File: src/hw/icache_defines.svh
`ifndef ICACHE_DEFINES_SVH
`define ICACHE_DEFINES_SVH

// cache geometry
// 4 ways x 16 sets, 64-byte lines
`define ICACHE_WAYS 4
`define ICACHE_SETS 16

// 64-bit beats per line
`define ICACHE_BEATS 8

// byte address width
`define ICACHE_ADDR_W 32

// AXI read data width
`define ICACHE_BUS_W 64

`endif

File: src/hw/icache_pkg.sv
`include "icache_defines.svh"

package icache_pkg;

	// field widths derived from geometry
	localparam int set_w = $clog2(`ICACHE_SETS);
	localparam int beat_w = $clog2(`ICACHE_BEATS);
	localparam int off_w = beat_w + $clog2(`ICACHE_BUS_W / 8);
	localparam int tag_w = `ICACHE_ADDR_W - set_w - off_w;

	typedef logic [`ICACHE_ADDR_W-1:0] addr_t;
	typedef logic [tag_w-1:0] tag_t;
	typedef logic [set_w-1:0] set_t;
	typedef logic [beat_w-1:0] beat_t;
	typedef logic [`ICACHE_WAYS-1:0] way_oh_t;
	typedef logic [`ICACHE_BUS_W-1:0] bus_data_t;
	typedef logic [31:0] inst_t;

	// refill engine states
	typedef enum logic [1:0] {
		st_idle,
		st_request,
		st_fill
	} refill_state_e;

	// address field extraction
	function automatic tag_t addr_tag(addr_t a);
		return a[`ICACHE_ADDR_W-1 -: tag_w];
	endfunction

	function automatic set_t addr_set(addr_t a);
		return a[off_w +: set_w];
	endfunction

	function automatic beat_t addr_beat(addr_t a);
		return a[off_w-beat_w +: beat_w];
	endfunction

endpackage

File: src/hw/icache_fill_if.sv
`timescale 1ns/1ns

// refill beats, engine to data array
// one write per cycle with valid high, no back-pressure
interface icache_fill_if
	import icache_pkg::*;
();

	logic valid;
	// target way, one-hot
	way_oh_t way;
	set_t set;
	// 64-bit word within the line
	beat_t beat;
	bus_data_t data;

	modport refill (
		output valid, way, set, beat, data
	);

	modport array (
		input valid, way, set, beat, data
	);

endinterface

File: src/hw/icache_refill.sv
`timescale 1ns/1ns
`include "icache_defines.svh"

module icache_refill
	import icache_pkg::*;
(
	input logic clk,
	input logic rst,
	input logic miss,
	input way_oh_t victim,
	input addr_t addr,
	output addr_t araddr,
	output logic [7:0] arlen,
	output logic [2:0] arsize,
	output logic [1:0] arburst,
	output logic arvalid,
	input logic arready,
	input bus_data_t rdata,
	input logic rlast,
	input logic rvalid,
	output logic rready,
	output logic fill_done,
	output addr_t fill_addr,
	output logic refilling,
	icache_fill_if.refill fill
);

	refill_state_e state_q;
	refill_state_e state_d;
	// line address and way captured at AR handshake
	addr_t line_q;
	way_oh_t way_q;
	beat_t beat_q;
	logic ar_fire;
	logic beat_fire;

	// fixed INCR burst of one full line
	assign araddr = {addr[`ICACHE_ADDR_W-1:off_w], {off_w{1'b0}}};
	assign arlen = 8'(`ICACHE_BEATS - 1);
	assign arsize = 3'($clog2(`ICACHE_BUS_W / 8));
	assign arburst = 2'b01;
	assign rready = 1'b1;

	// request raised in the miss cycle, held in request state
	assign arvalid = ((state_q == st_idle) && miss) || (state_q == st_request);
	assign ar_fire = arvalid && arready;
	assign beat_fire = (state_q == st_fill) && rvalid;

	always_comb begin
		state_d = state_q;
		case (state_q)
			st_idle: if (miss) state_d = arready ? st_fill : st_request;
			st_request: if (arready) state_d = st_fill;
			st_fill: if (rvalid && rlast) state_d = st_idle;
			default: state_d = st_idle;
		endcase
	end

	always_ff @(posedge clk) begin
		if (rst) begin
			state_q <= st_idle;
			beat_q <= '0;
		end else begin
			state_q <= state_d;
			if (ar_fire)
				beat_q <= '0;
			else if (beat_fire)
				beat_q <= beat_q + 1'b1;
		end
	end

	always_ff @(posedge clk) begin
		if (ar_fire) begin
			line_q <= araddr;
			way_q <= victim;
		end
	end

	// beat straight into the array
	assign fill.valid = beat_fire;
	assign fill.way = way_q;
	assign fill.set = addr_set(line_q);
	assign fill.beat = beat_q;
	assign fill.data = rdata;

	// last beat tells the tag store
	assign fill_done = beat_fire && rlast;
	assign fill_addr = line_q;
	assign refilling = (state_q != st_idle);

endmodule

File: src/flat_wrapper.sv
// flat-port wrapper written by rule: the top's interface ports become plain ports
module icache_refill_flat import icache_pkg::*;
  (clk, rst, miss, victim, addr, araddr, arlen, arsize, arburst, arvalid, arready, rdata, rlast, rvalid, rready, fill_done, fill_addr, refilling, fill_valid, fill_way, fill_set, fill_beat, fill_data);
  icache_fill_if fill_i ();
  input logic clk;
  input logic rst;
  input logic miss;
  input way_oh_t victim;
  input addr_t addr;
  output addr_t araddr;
  output logic [7:0] arlen;
  output logic [2:0] arsize;
  output logic [1:0] arburst;
  output logic arvalid;
  input logic arready;
  input bus_data_t rdata;
  input logic rlast;
  input logic rvalid;
  output logic rready;
  output logic fill_done;
  output addr_t fill_addr;
  output logic refilling;
  output wire logic [$bits(fill_i.valid)-1:0] fill_valid;
  output wire logic [$bits(fill_i.way)-1:0] fill_way;
  output wire logic [$bits(fill_i.set)-1:0] fill_set;
  output wire logic [$bits(fill_i.beat)-1:0] fill_beat;
  output wire logic [$bits(fill_i.data)-1:0] fill_data;
  assign fill_valid = fill_i.valid;
  assign fill_way = fill_i.way;
  assign fill_set = fill_i.set;
  assign fill_beat = fill_i.beat;
  assign fill_data = fill_i.data;
  icache_refill u_core (.clk(clk), .rst(rst), .miss(miss), .victim(victim), .addr(addr), .araddr(araddr), .arlen(arlen), .arsize(arsize), .arburst(arburst), .arvalid(arvalid), .arready(arready), .rdata(rdata), .rlast(rlast), .rvalid(rvalid), .rready(rready), .fill_done(fill_done), .fill_addr(fill_addr), .refilling(refilling), .fill(fill_i));
endmodule
File: config.mk
export PLATFORM = sky130hd
export DESIGN_NAME = icache_refill_flat
export DESIGN_NICKNAME = d
export VERILOG_FILES = /design/src/hw/icache_pkg.sv /design/src/hw/icache_fill_if.sv /design/src/hw/icache_refill.sv /design/src/flat_wrapper.sv
export VERILOG_INCLUDE_DIRS = /design/src /design/src/hw
export SDC_FILE = /design/constraint.sdc
export NUM_CORES = 1
export LEC_CHECK = 0
export BUFFER_PORTS_ARGS = -buffer_cell sky130_fd_sc_hd__buf_2
export CORE_AREA = 3 3 100 102
export CTS_CLUSTER_SIZE = 28
export DETAILED_ROUTE_END_ITERATION = 10
export DIE_AREA = 0 0 103 105
export PLACE_DENSITY = 0.59
export SYNTH_ARGS = -nofsm -noshare
export SYNTH_HDL_FRONTEND = slang
export SYNTH_SLANG_ARGS = --single-unit
File: constraint.sdc
create_clock -name clk -period 1.6 [get_ports clk]
set_input_delay 0.08 -clock clk [delete_from_list [all_inputs] [get_ports clk]]
set_output_delay 0.08 -clock clk [all_outputs]
set_load 0.02 [all_outputs]
==> results by group <==
Placement
  • Detailed Place HPWL: 3500 um
  • Worst slack at placement: 238 ps
  • Gp weighted congestion: 0.742
  • PortBufs: 102
  • Area after DPL: ~1900 um2
  • Placed cell count: 293

Global routing
  • Vias in the first global route: 1087
  • First-pass GRT wire length: 5640 um
  • Largest net degree at the start of global routing: 34
  • Initial antenna violation count: 0
  • Overflow after GRT: 0
  • GRT Overall Usage: 7.18%

STA
  • Period utilization: 86.4%
  • Setup ws final: 218 ps
  • Setup TNS: 0 ps
  • RSZ-0062 raised after global routing: false
  • Clock period minus worst slack: 1380 ps
  • Max-slew violation count: 0
  • Hold Violations, Final: 0
  • Post-Route Skew: 5.88 ps
  • Final Setup Violations: 0
  • Fmax: just over 0.7 GHz
  • Hold slack: between 5 and 6 ps

Synth
  • Post-synthesis sequential area ratio: 48.8%
  • Async S/R FF share, synth: 0%
  • Synth Area in Simple Gates: 3.72%
  • Synth top area share: 43.9%
  • Distinct cells, synth: 20
  • Post-synth EDFFs: 30
  • Synth area leaders: buf_4 44%, edfxtp_1 44%, dfxtp_1 4.9%
  • Mux cell area share after synthesis: 0.488%
  • Largest family of logic cells by synthesized area: buffers and inverters
  • Synthesized instance count: 176
  • Adder-Cell Fraction of Synth Area: less than 1%
  • Post-Synth XOR/XNOR Area: 0.853%
  • Ys Warns: 0
  • Most numerous cell in the Yosys netlist: buf_4
  • Synth top cells by count: 120 x buf_4, 30 x edfxtp_1, 5 x dfxtp_1
  • Compound-cell area share of the yosys netlist: 1.16%
  • #FFs+latches synth: 35
  • Dominant synthesized flop cell: edfxtp_1
  • Synthesized cell area: 2050 um2
  • Cell taking the most area after synthesis: buf_4
  • Mean area per synthesized cell: 11.7 um2

Final layout
  • Fillcell total: around 990
  • Layout overhead on the synthesized area: 8.96%
  • Final nets: roughly 320
  • Share of layout cells above drive strength 1: 52.3%
  • Fin area: 2240 um2
  • N_diodes: 0
  • FF+latch area: roughly 1000 um2
  • Fin util: 24.3%
  • Non-filler instance count after layout: 327
  • Area of the multi-input gates: 238 um2

Floorplan
  • Die Span Y: 105 um
  • I/O Pins: 263
  • Initial Util: 22.3%
  • Core Area: 9200 um2
  • Row count: 35
  • Die X: 103 um
  • Die area: 10800 um2

Setup path
  • Slowest cell delay on critical path: 420 ps
  • Crit path buffers/inverters: 0
  • Slowest CP cell: and2_4
  • Data arrival, critical path: 1310 ps
  • Setup CP Type: flop to flop
  • Crit-path cells: o21ba_4 -> and2_4
  • Top delay family on crit path: simple AND/OR/NAND/NOR gates
  • Crit Path Max Fanout: 33
  • CP required: roughly 1500 ps
  • Startpoint class of the critical path: flop
  • Endpoint type of the worst setup path: flop

Clock network
  • H-Tree Depth: 2
  • CTS Buf Count: 5
  • CTS resizes: 0
  • Clock-pin slew on the worst setup and hold paths: roughly 70 ps
  • CTS Buffer Depth: 2
  • Clock sink count: 35
  • CTS root buffer: clkbuf_8
  • Postcts setup bufs: 0
  • CTS tree: built
  • Clk_lat worst skew: roughly 280 ps

Power and ir drop
  • Max VDD drop: around 280 uV
  • Pwr/cell area: 926 nW/um2
  • Leak: between 1 and 1.5 nW
  • Tot Pwr: approximately 2.1 mW

Drt
  • DRT iter0 DRCs: 28
  • Vias/cell: 3.58
  • Initial DRT Pass Iterations: 4
  • Final WL: 4490 um
  • Antenna Nets Post-Route: 0
  • Post-route DRC: 0
  • Via count: 1172
  • Detailed-route wire length per cell: approximately 14 um

Job
  • Max-cap violations: 0

Status
  • Outcome: finished clean

Worst hold path
  • Hold Crit Class: input pin to flop
-- power breakdown --
group,leakage (nW),internal (mW),switching [mW]
Sequential,0.322,1.04,0.0147
Combinational,0.680,0.145,0.260
Clock,0.0412,0.304,0.303
-- state kept, by name (all words and copies together), names as in the netlist --
| register | count |
|---|---|
| u_core.fill_addr | 26 |
| u_core.state_q | 2 |
| u_core.fill.way | 4 |
| u_core.fill.beat | 3 |
-- cell usage in the layout (no fill, tap or decap), types with 2 or more instances in the layout --
cell type and count:
dlygate4sd3_1 26, xor2_1 2, conb_1 26, edfxtp_1 30, clkbuf_8 5, buf_2 102
dfxtp_1 5, nor3_1 3
-- worst reg2reg max path, cell delays in order (launching register included) --
cell and delay [ps]:
dfxtp_1 350, o21ba_4 240, and2_4 420
-- timing repair --
| item | CTS | global route |
|---|---|---|
| endpoints found under the setup margin | 0 | 0 |
| endpoints found under the hold margin | 24 | 2 |
| hold buffers | 24 | 2 |
-- worst paths after layout --
path	slack (ps)	from	cells after the start	endpoint
setup / recovery	220	u_core.state_q[1]$_SDFFE_PP0P_	2	u_core.fill_addr[27]$_DFFE_PP_
hold / removal	5	addr[31]	1	u_core.fill_addr[31]$_DFFE_PP_
setup reg to reg	220	u_core.state_q[1]$_SDFFE_PP0P_	2	u_core.fill_addr[27]$_DFFE_PP_
hold reg to reg	570	u_core.fill.beat[2]$_SDFFE_PP0P_	2	u_core.fill.beat[2]$_SDFFE_PP0P_
-- per-layer routing --
layer,share of wire (%),global-route usage [%],vias up
met5,0,0,-
met4,6.2,5.83,0
met3,15,3.74,28
met2,48,12.5,129
met1,30,5.70,510
li1,-,-,505
-- cells by family after synthesis --
group | Yosys count
AO/OA/AOI/OAI | 2
XOR/XNOR | 2
adder cells (fa/ha/maj) | 1
buffers and inverters | 121
flip-flops | 35
multiplexers | 1
other | 2
AND/OR/NAND/NOR | 12
-- final cells by class --
| cell class | instances | area share [%] |
|---|---|---|
| Multi-Input combinational cell | 44 | 10.6 |
| Tap cell | 111 | 6.21 |
| Clock buffer | 6 | 3.24 |
| Clock inverter | 2 | 0.559 |
| Inverter | 1 | 0.168 |
| Timing Repair Buffer | 128 | 34.5 |
| Sequential cell | 35 | 44.7 |
No activity file was read; power rests on OpenSTA's default activity.
