[src/hw/icache_defines.svh]
`ifndef ICACHE_DEFINES_SVH
`define ICACHE_DEFINES_SVH

// cache geometry
// 4 ways x 16 sets, 64-byte lines
`define ICACHE_WAYS 4
`define ICACHE_SETS 16

// 64-bit beats per line
`define ICACHE_BEATS 8

// byte address width
`define ICACHE_ADDR_W 32

// AXI read data width
`define ICACHE_BUS_W 64

`endif

[src/hw/icache_pkg.sv]
`include "icache_defines.svh"

package icache_pkg;

	// field widths derived from geometry
	localparam int set_w = $clog2(`ICACHE_SETS);
	localparam int beat_w = $clog2(`ICACHE_BEATS);
	localparam int off_w = beat_w + $clog2(`ICACHE_BUS_W / 8);
	localparam int tag_w = `ICACHE_ADDR_W - set_w - off_w;

	typedef logic [`ICACHE_ADDR_W-1:0] addr_t;
	typedef logic [tag_w-1:0] tag_t;
	typedef logic [set_w-1:0] set_t;
	typedef logic [beat_w-1:0] beat_t;
	typedef logic [`ICACHE_WAYS-1:0] way_oh_t;
	typedef logic [`ICACHE_BUS_W-1:0] bus_data_t;
	typedef logic [31:0] inst_t;

	// refill engine states
	typedef enum logic [1:0] {
		st_idle,
		st_request,
		st_fill
	} refill_state_e;

	// address field extraction
	function automatic tag_t addr_tag(addr_t a);
		return a[`ICACHE_ADDR_W-1 -: tag_w];
	endfunction

	function automatic set_t addr_set(addr_t a);
		return a[off_w +: set_w];
	endfunction

	function automatic beat_t addr_beat(addr_t a);
		return a[off_w-beat_w +: beat_w];
	endfunction

endpackage

[src/hw/icache_fetch_out.sv]
`timescale 1ns/1ns
`include "icache_defines.svh"

module icache_fetch_out
	import icache_pkg::*;
(
	input logic clk,
	input logic rst,
	input logic valid,
	input addr_t addr,
	input way_oh_t hit_way,
	input logic flush,
	input logic refilling,
	input bus_data_t [`ICACHE_WAYS-1:0] rd_data,
	output inst_t inst,
	output logic ready
);

	// hit way and word half of the request in flight
	way_oh_t way_q;
	logic half_q;
	bus_data_t word;
	logic take;

	assign take = valid && (hit_way != '0) && !refilling;

	always_ff @(posedge clk) begin
		if (rst || flush) begin
			ready <= 1'b0;
			way_q <= '0;
		end else begin
			ready <= take;
			way_q <= take ? hit_way : '0;
		end
	end

	// bit 2 picks the 32-bit half
	always_ff @(posedge clk)
		half_q <= addr[2];

	// one-hot way mux
	always_comb begin
		word = '0;
		for (int w = 0; w < `ICACHE_WAYS; w++) begin
			if (way_q[w])
				word = word | rd_data[w];
		end
	end

	// little endian, low address in low half
	assign inst = half_q ? word[63:32] : word[31:0];

endmodule

[config.mk]
export PLATFORM = sky130hd
export DESIGN_NAME = icache_fetch_out
export DESIGN_NICKNAME = d
export VERILOG_FILES = /design/src/hw/icache_pkg.sv /design/src/hw/icache_fetch_out.sv
export VERILOG_INCLUDE_DIRS = /design/src /design/src/hw
export SDC_FILE = /design/constraint.sdc
export NUM_CORES = 1
export LEC_CHECK = 0
export ABC_AREA = 1
export BUFFER_PORTS_ARGS = -buffer_cell sky130_fd_sc_hd__buf_2
export CAP_MARGIN = 40
export CORE_AREA = 5 5 124 126
export CTS_BUF_LIST = sky130_fd_sc_hd__clkbuf_4
export DETAILED_ROUTE_END_ITERATION = 10
export DIE_AREA = 0 0 129 131
export PLACE_DENSITY_LB_ADDON = 0.1
export SYNTH_ARGS = -nofsm -noshare
export SYNTH_HDL_FRONTEND = slang
export SYNTH_SLANG_ARGS = --single-unit
[constraint.sdc]
create_clock -name clk -period 1.12 [get_ports clk]
set_input_delay 0 -clock clk [delete_from_list [all_inputs] [get_ports clk]]
set_output_delay 0 -clock clk [all_outputs]
set_load 0.01 [all_outputs]
==> impl_metrics.json, run 1 <==
{
  "violations": "negative setup slack",
  "start_kind": "flop",
  "first_iter_violations": 124,
  "cts.clk_slew.worst_paths_ns": 0.04,
  "fin_ws_ns": -0.248,
  "synth_cell_types": 9,
  "tns_ns": -6.21,
  "grt_pass1_wl_um": 22400,
  "cts_htree_levels": 1,
  "ys_ff_latch": 6,
  "cp-end-kind": "output pin",
  "worstPathRequired_ns": 1.12,
  "drc": 0,
  "rows": 44,
  "finalPower_uw": 1560,
  "antenna_found_initial": 1,
  "max_cap_violations": 0,
  "rsz0062_at_grt": "true",
  "worst_pin_slew_ns": 0.212,
  "final_util_pct": 35.0,
  "synth_seq_area_share_pct": 4.94,
  "syn_inst": 540,
  "num_vias": 4335,
  "syn_area_per_cell_um2": 4.50,
  "viasPerCell": 4.19,
  "drive_gt1_share_pct": 52.3,
  "crit_fanout": 13,
  "die_h_um": 131,
  "p_leak_uw": 0.00294,
  "period_needed_ns": 1.37,
  "cts_buffers": 3,
  "synth_largest_area_cell": "nand2_1",
  "netlist.area_leader.share_pct": 49.8,
  "status": "finished with violations",
  "cts_max_path_buffers": 2,
  "regArea_um2": 139,
  "multiInputGateArea_um2": 2290,
  "irDropWorstVdd_uv": 337,
  "final_antenna_net_count": 0,
  "die_w_um": 129,
  "ios": 330,
  "setup-violations-final": 32,
  "power_density_nw_per_um2": 313,
  "synthesis.nets": 837,
  "initial_core_util_pct": 17.1,
  "area_growth_pct": 104,
  "grt_max_degree": 24,
  "final_nets": 1148,
  "dieArea_um2": 16900,
  "n_fill_cell": 1699,
  "gp_congestion": 0.780,
  "cts_root_buf": "clkbuf_4",
  "fin_crit_sh_pct": 122,
  "path_class": "reg2out",
  "place_hpwl_um": 11700,
  "io_buffers": 298,
  "track_usage_pct": 16.9,
  "fmax_ghz": 0.731,
  "hold_class": "in2reg",
  "place_worst_setup_slack_ns": -0.0499,
  "synthTopCellsByArea": "nand2_1 50%, nor2_1 16%, nand3_1 13%",
  "core_um2": 14200,
  "wirelength_um": 16500,
  "netlist_area_um2": 2430,
  "grt_pass1_vias": 4051,
  "relSlewSlack_pct": 85.9,
  "cts_tree": "done",
  "wire_per_inst_um": 15.9,
  "timing_max_transition_violations_final": 0,
  "cts_sinks": 6,
  "hold_violations": 0,
  "critPathArrivalTime_ns": 1.37,
  "ys.warnings.count": 0,
  "timing.hold.ws_ns": 0.0124,
  "gr-total-overflow": 0,
  "first_pass_iters": 4
}
## layout by cell type (no fill, tap or decap)
cell / instances
buf_12: 17
buf_16: 6
buf_2: 298
buf_4: 5
buf_6: 5
buf_8: 3
clkbuf_16: 3
clkbuf_4: 3
dfxtp_1: 1
dfxtp_4: 5
diode_2: 1
dlygate4sd3_1: 4
inv_1: 8
inv_6: 1
nand2_1: 274
nand2_2: 40
nand2_4: 9
nand3_1: 34
nand3_2: 31
nor2_1: 84
nor2_2: 18
## kinds of logic after synthesis
group,Yosys count,synth area share [%]
simple gates,490,79.0
flops,6,4.94
buf+inv,44,16.1
## metal layers
layer	vias up	track usage (%)	share of wire, %
met5	-	0	0
met1	1886	19.7	39
met4	0	1.73	1.2
li1	2272	-	-
met2	165	33.3	53
met3	12	2.85	6.6
## final timing paths
check,start,endpoint,slack [ns],cells after the start
setup / recovery,way_q[3],inst[16],-0.25,6
hold / removal,hit_way[3],way_q[3],0.01,3
## flip-flops by register name, indices dropped and copies added, names as in the netlist
register  cells
ready         1
half_q        1
way_q         4
## per-stage QoR
stage	instance area [µm²]	instances
floorplan	2430	540
global placement	4070	1004
detailed placement	4070	1004
CTS	4630	1026
global route	4970	1033
finish	4970	1034
## power by group
part | switching [µW] | internal [µW]
clock network | 76.7 | 121
logic | 514 | 620
registers | 14.2 | 211
## synthesized netlist by cell type
cell,number
inv_2,1
dfxtp_1,6
nor2_1,102
inv_1,8
buf_4,3
nand2_1,323
buf_2,4
buf_6,28
nand3_1,65
## area by class of cell
cell class	count	area share [%]
multi-input combinational	490	46.0
timing repair buffer	341	45.3
tap	184	4.63
sequential	6	2.79
inverter	9	0.780
clock buffer	3	0.453
antenna	1	0.0503
## worst max-delay path, cell delays in order, from the launching register on
cell and delay [ns]:
dfxtp_4 0.47, buf_12 0.18, nand2_1 0.06, nand2_1 0.05
nor2_1 0.04, nor2_1 0.15, buf_2 0.17
## what timing repair did
action,in CTS,in global routing
setup buffers,6,6
cloned,9,4
setup endpoints to repair,32,32
gates resized for setup,55,79
hold buffers,4,0
endpoints found under the hold margin,4,0
pin swaps,14,34
No activity file was read; power rests on OpenSTA's default activity.
==> inputs of run 2 (changes only) <==
==> constraint.sdc (replaced) <==
create_clock -name clk -period 1.5 [get_ports clk]
set_input_delay 0 -clock clk [delete_from_list [all_inputs] [get_ports clk]]
set_output_delay 0 -clock clk [all_outputs]
set_load 0.01 [all_outputs]
==> impl_metrics.json, run 2 (synthesis results as in run 1) <==
{
  "status": "complete, no violations",
  "crit_buf_inv": 2,
  "regArea_um2": 125,
  "met1_usage_pct": 17.8,
  "n_fill_cell": 1758,
  "startpoint": "way_q[0]",
  "grt_pass1_wl_um": 19700,
  "cts_sinks": 6,
  "hold_class": "in2reg",
  "die_w_um": 129,
  "most-common-layout-cells": "323 x nand2_1, 298 x buf_2, 102 x nor2_1, 65 x nand3_1",
  "p_sw_uw": 381,
  "multiInputGateArea_um2": 1920,
  "relSlewSlack_pct": 84.8,
  "grt_pass1_vias": 3715,
  "max_cap_violations": 0,
  "power_density_nw_per_um2": 254,
  "largest-register": "way_q",
  "crit_fanout": 37,
  "viasPerCell": 4.03,
  "combPwrFrac_pct": 70.1,
  "final_antenna_net_count": 0,
  "rsz0062_at_grt": "false",
  "cpPeakStageDelay_ns": 0.37,
  "first_pass_iters": 4,
  "antenna_found_initial": 1,
  "slowest_stage": "dfxtp_2",
  "worstPathRequired_ns": 1.50,
  "cts_buffers": 3,
  "grt.busiest_layer": "met2",
  "timing.hold.ws_ns": 0.176,
  "wirelength_um": 14000,
  "finalPower_uw": 1030,
  "critPathArrivalTime_ns": 1.37,
  "grt_max_degree": 39,
  "cp_top_family": "flip-flops",
  "place_worst_setup_slack_ns": 0.319,
  "gp_congestion": 0.785,
  "worst_pin_slew_ns": 0.228,
  "area_growth_pct": 67.3,
  "holdPathStages": 6,
  "first_iter_violations": 113,
  "path_cells": "buf_12 > nand2_1 > nand3_1 > nor2_1 > nor2_1 > buf_2",
  "rows": 44,
  "cts_htree_levels": 1,
  "die_h_um": 131,
  "timing_max_transition_violations_final": 0,
  "irDropWorstVdd_uv": 347,
  "fin_cells": 1008,
  "tns_ns": 0,
  "final_nets": 1122,
  "switching_share_pct": 36.9,
  "wire_per_inst_um": 13.9,
  "cts.clk_slew.worst_paths_ns": 0.04,
  "drive_gt1_share_pct": 38.6,
  "fin_crit_sh_pct": 91.4,
  "hold_violations": 0,
  "grtUsageMet3_pct": 2.93,
  "dieArea_um2": 16900,
  "final_common_cell": "nand2_1",
  "io_buffers": 298,
  "crit_top_cell": "nor2_1",
  "cts_setup_buffers": 0,
  "min_to": "way_q[2]",
  "dp_cells": 999,
  "cp-end-kind": "output pin",
  "place_hpwl_um": 11400,
  "hold_start": "flush",
  "num_vias": 4062,
  "period_needed_ns": 1.37,
  "start_kind": "flop",
  "use_met2_pct": 27.2,
  "drc": 0,
  "core_um2": 14200,
  "power_frac_seq_pct": 16.3,
  "setup-violations-final": 0,
  "initial_core_util_pct": 17.1,
  "fin_ws_ns": 0.129,
  "p_leak_uw": 0.00238,
  "cts_tree": "done",
  "gr-total-overflow": 0,
  "ios": 330,
  "cts_max_path_buffers": 2,
  "p_int_uw": 652,
  "p_clk_share_pct": 13.5,
  "fmax_ghz": 0.729,
  "reg_top3": "way_q x4, half_q x1, ready x1",
  "path_class": "reg2out",
  "cts_root_buf": "clkbuf_4",
  "largest_register_ffs": 4,
  "track_usage_pct": 14.5
}
run 2: worst max-delay path by stage:
| stage | slack (ns) | cells past startpoint | to |
|---|---|---|---|
| final | 0.13 | 6 | inst[16] |
| after global routing | 0.01 | 6 | inst[18] |
| after CTS | 0.06 | 6 | inst[18] |
| after detailed placement | 0.32 | 6 | inst[18] |
| after global placement | 0.34 | 6 | inst[16] |
| after floorplan | 0.61 | 6 | inst[13] |
run 2: per-layer routing:
metal  vias to the layer above  wire length [µm]  share of wire, %
met5                         -                 0                 0
met4                         0                75              0.54
met3                         6              1010               7.2
met2                       144              7340                52
met1                      1703              5590                40
li1                       2209                 -                 -
run 2: layout make-up:
cell class              instances  share of cell area [%]
clock buffers                   3                   0.553
diodes                          1                  0.0615
multi-input cells             490                    47.2
flip-flops and latches          6                    3.07
well taps                     184                    5.66
inverters                       9                   0.830
repair buffers                315                    42.6
run 2: metrics by stage:
stage	util [%]	cell area, µm²
after global placement	28.1	3990
final	28.7	4070
after detailed placement	28.1	3990
after CTS	28.6	4060
after floorplan	-	2430
after global routing	28.7	4070
run 2: worst min-delay path: cells and delay by family:
family                 cells  cell delay [ns]
AND/OR/NAND/NOR            4             0.26
buffers and inverters      2             0.10
run 2: power groups by stage:
stage	clock network, µW	registers [µW]	logic, µW
after floorplan	0	168	281
after global placement	0	171	725
after detailed placement	0	172	726
after CTS	150	169	739
after global routing	165	169	817
final	140	169	725
run 2: repair_timing:
| item | CTS | global route |
|---|---|---|
| hold endpoints to repair | 5 | 0 |
| endpoints found under the setup margin | 0 | 3 |
| hold buffers | 5 | 0 |
| gates resized for setup | 0 | 1 |
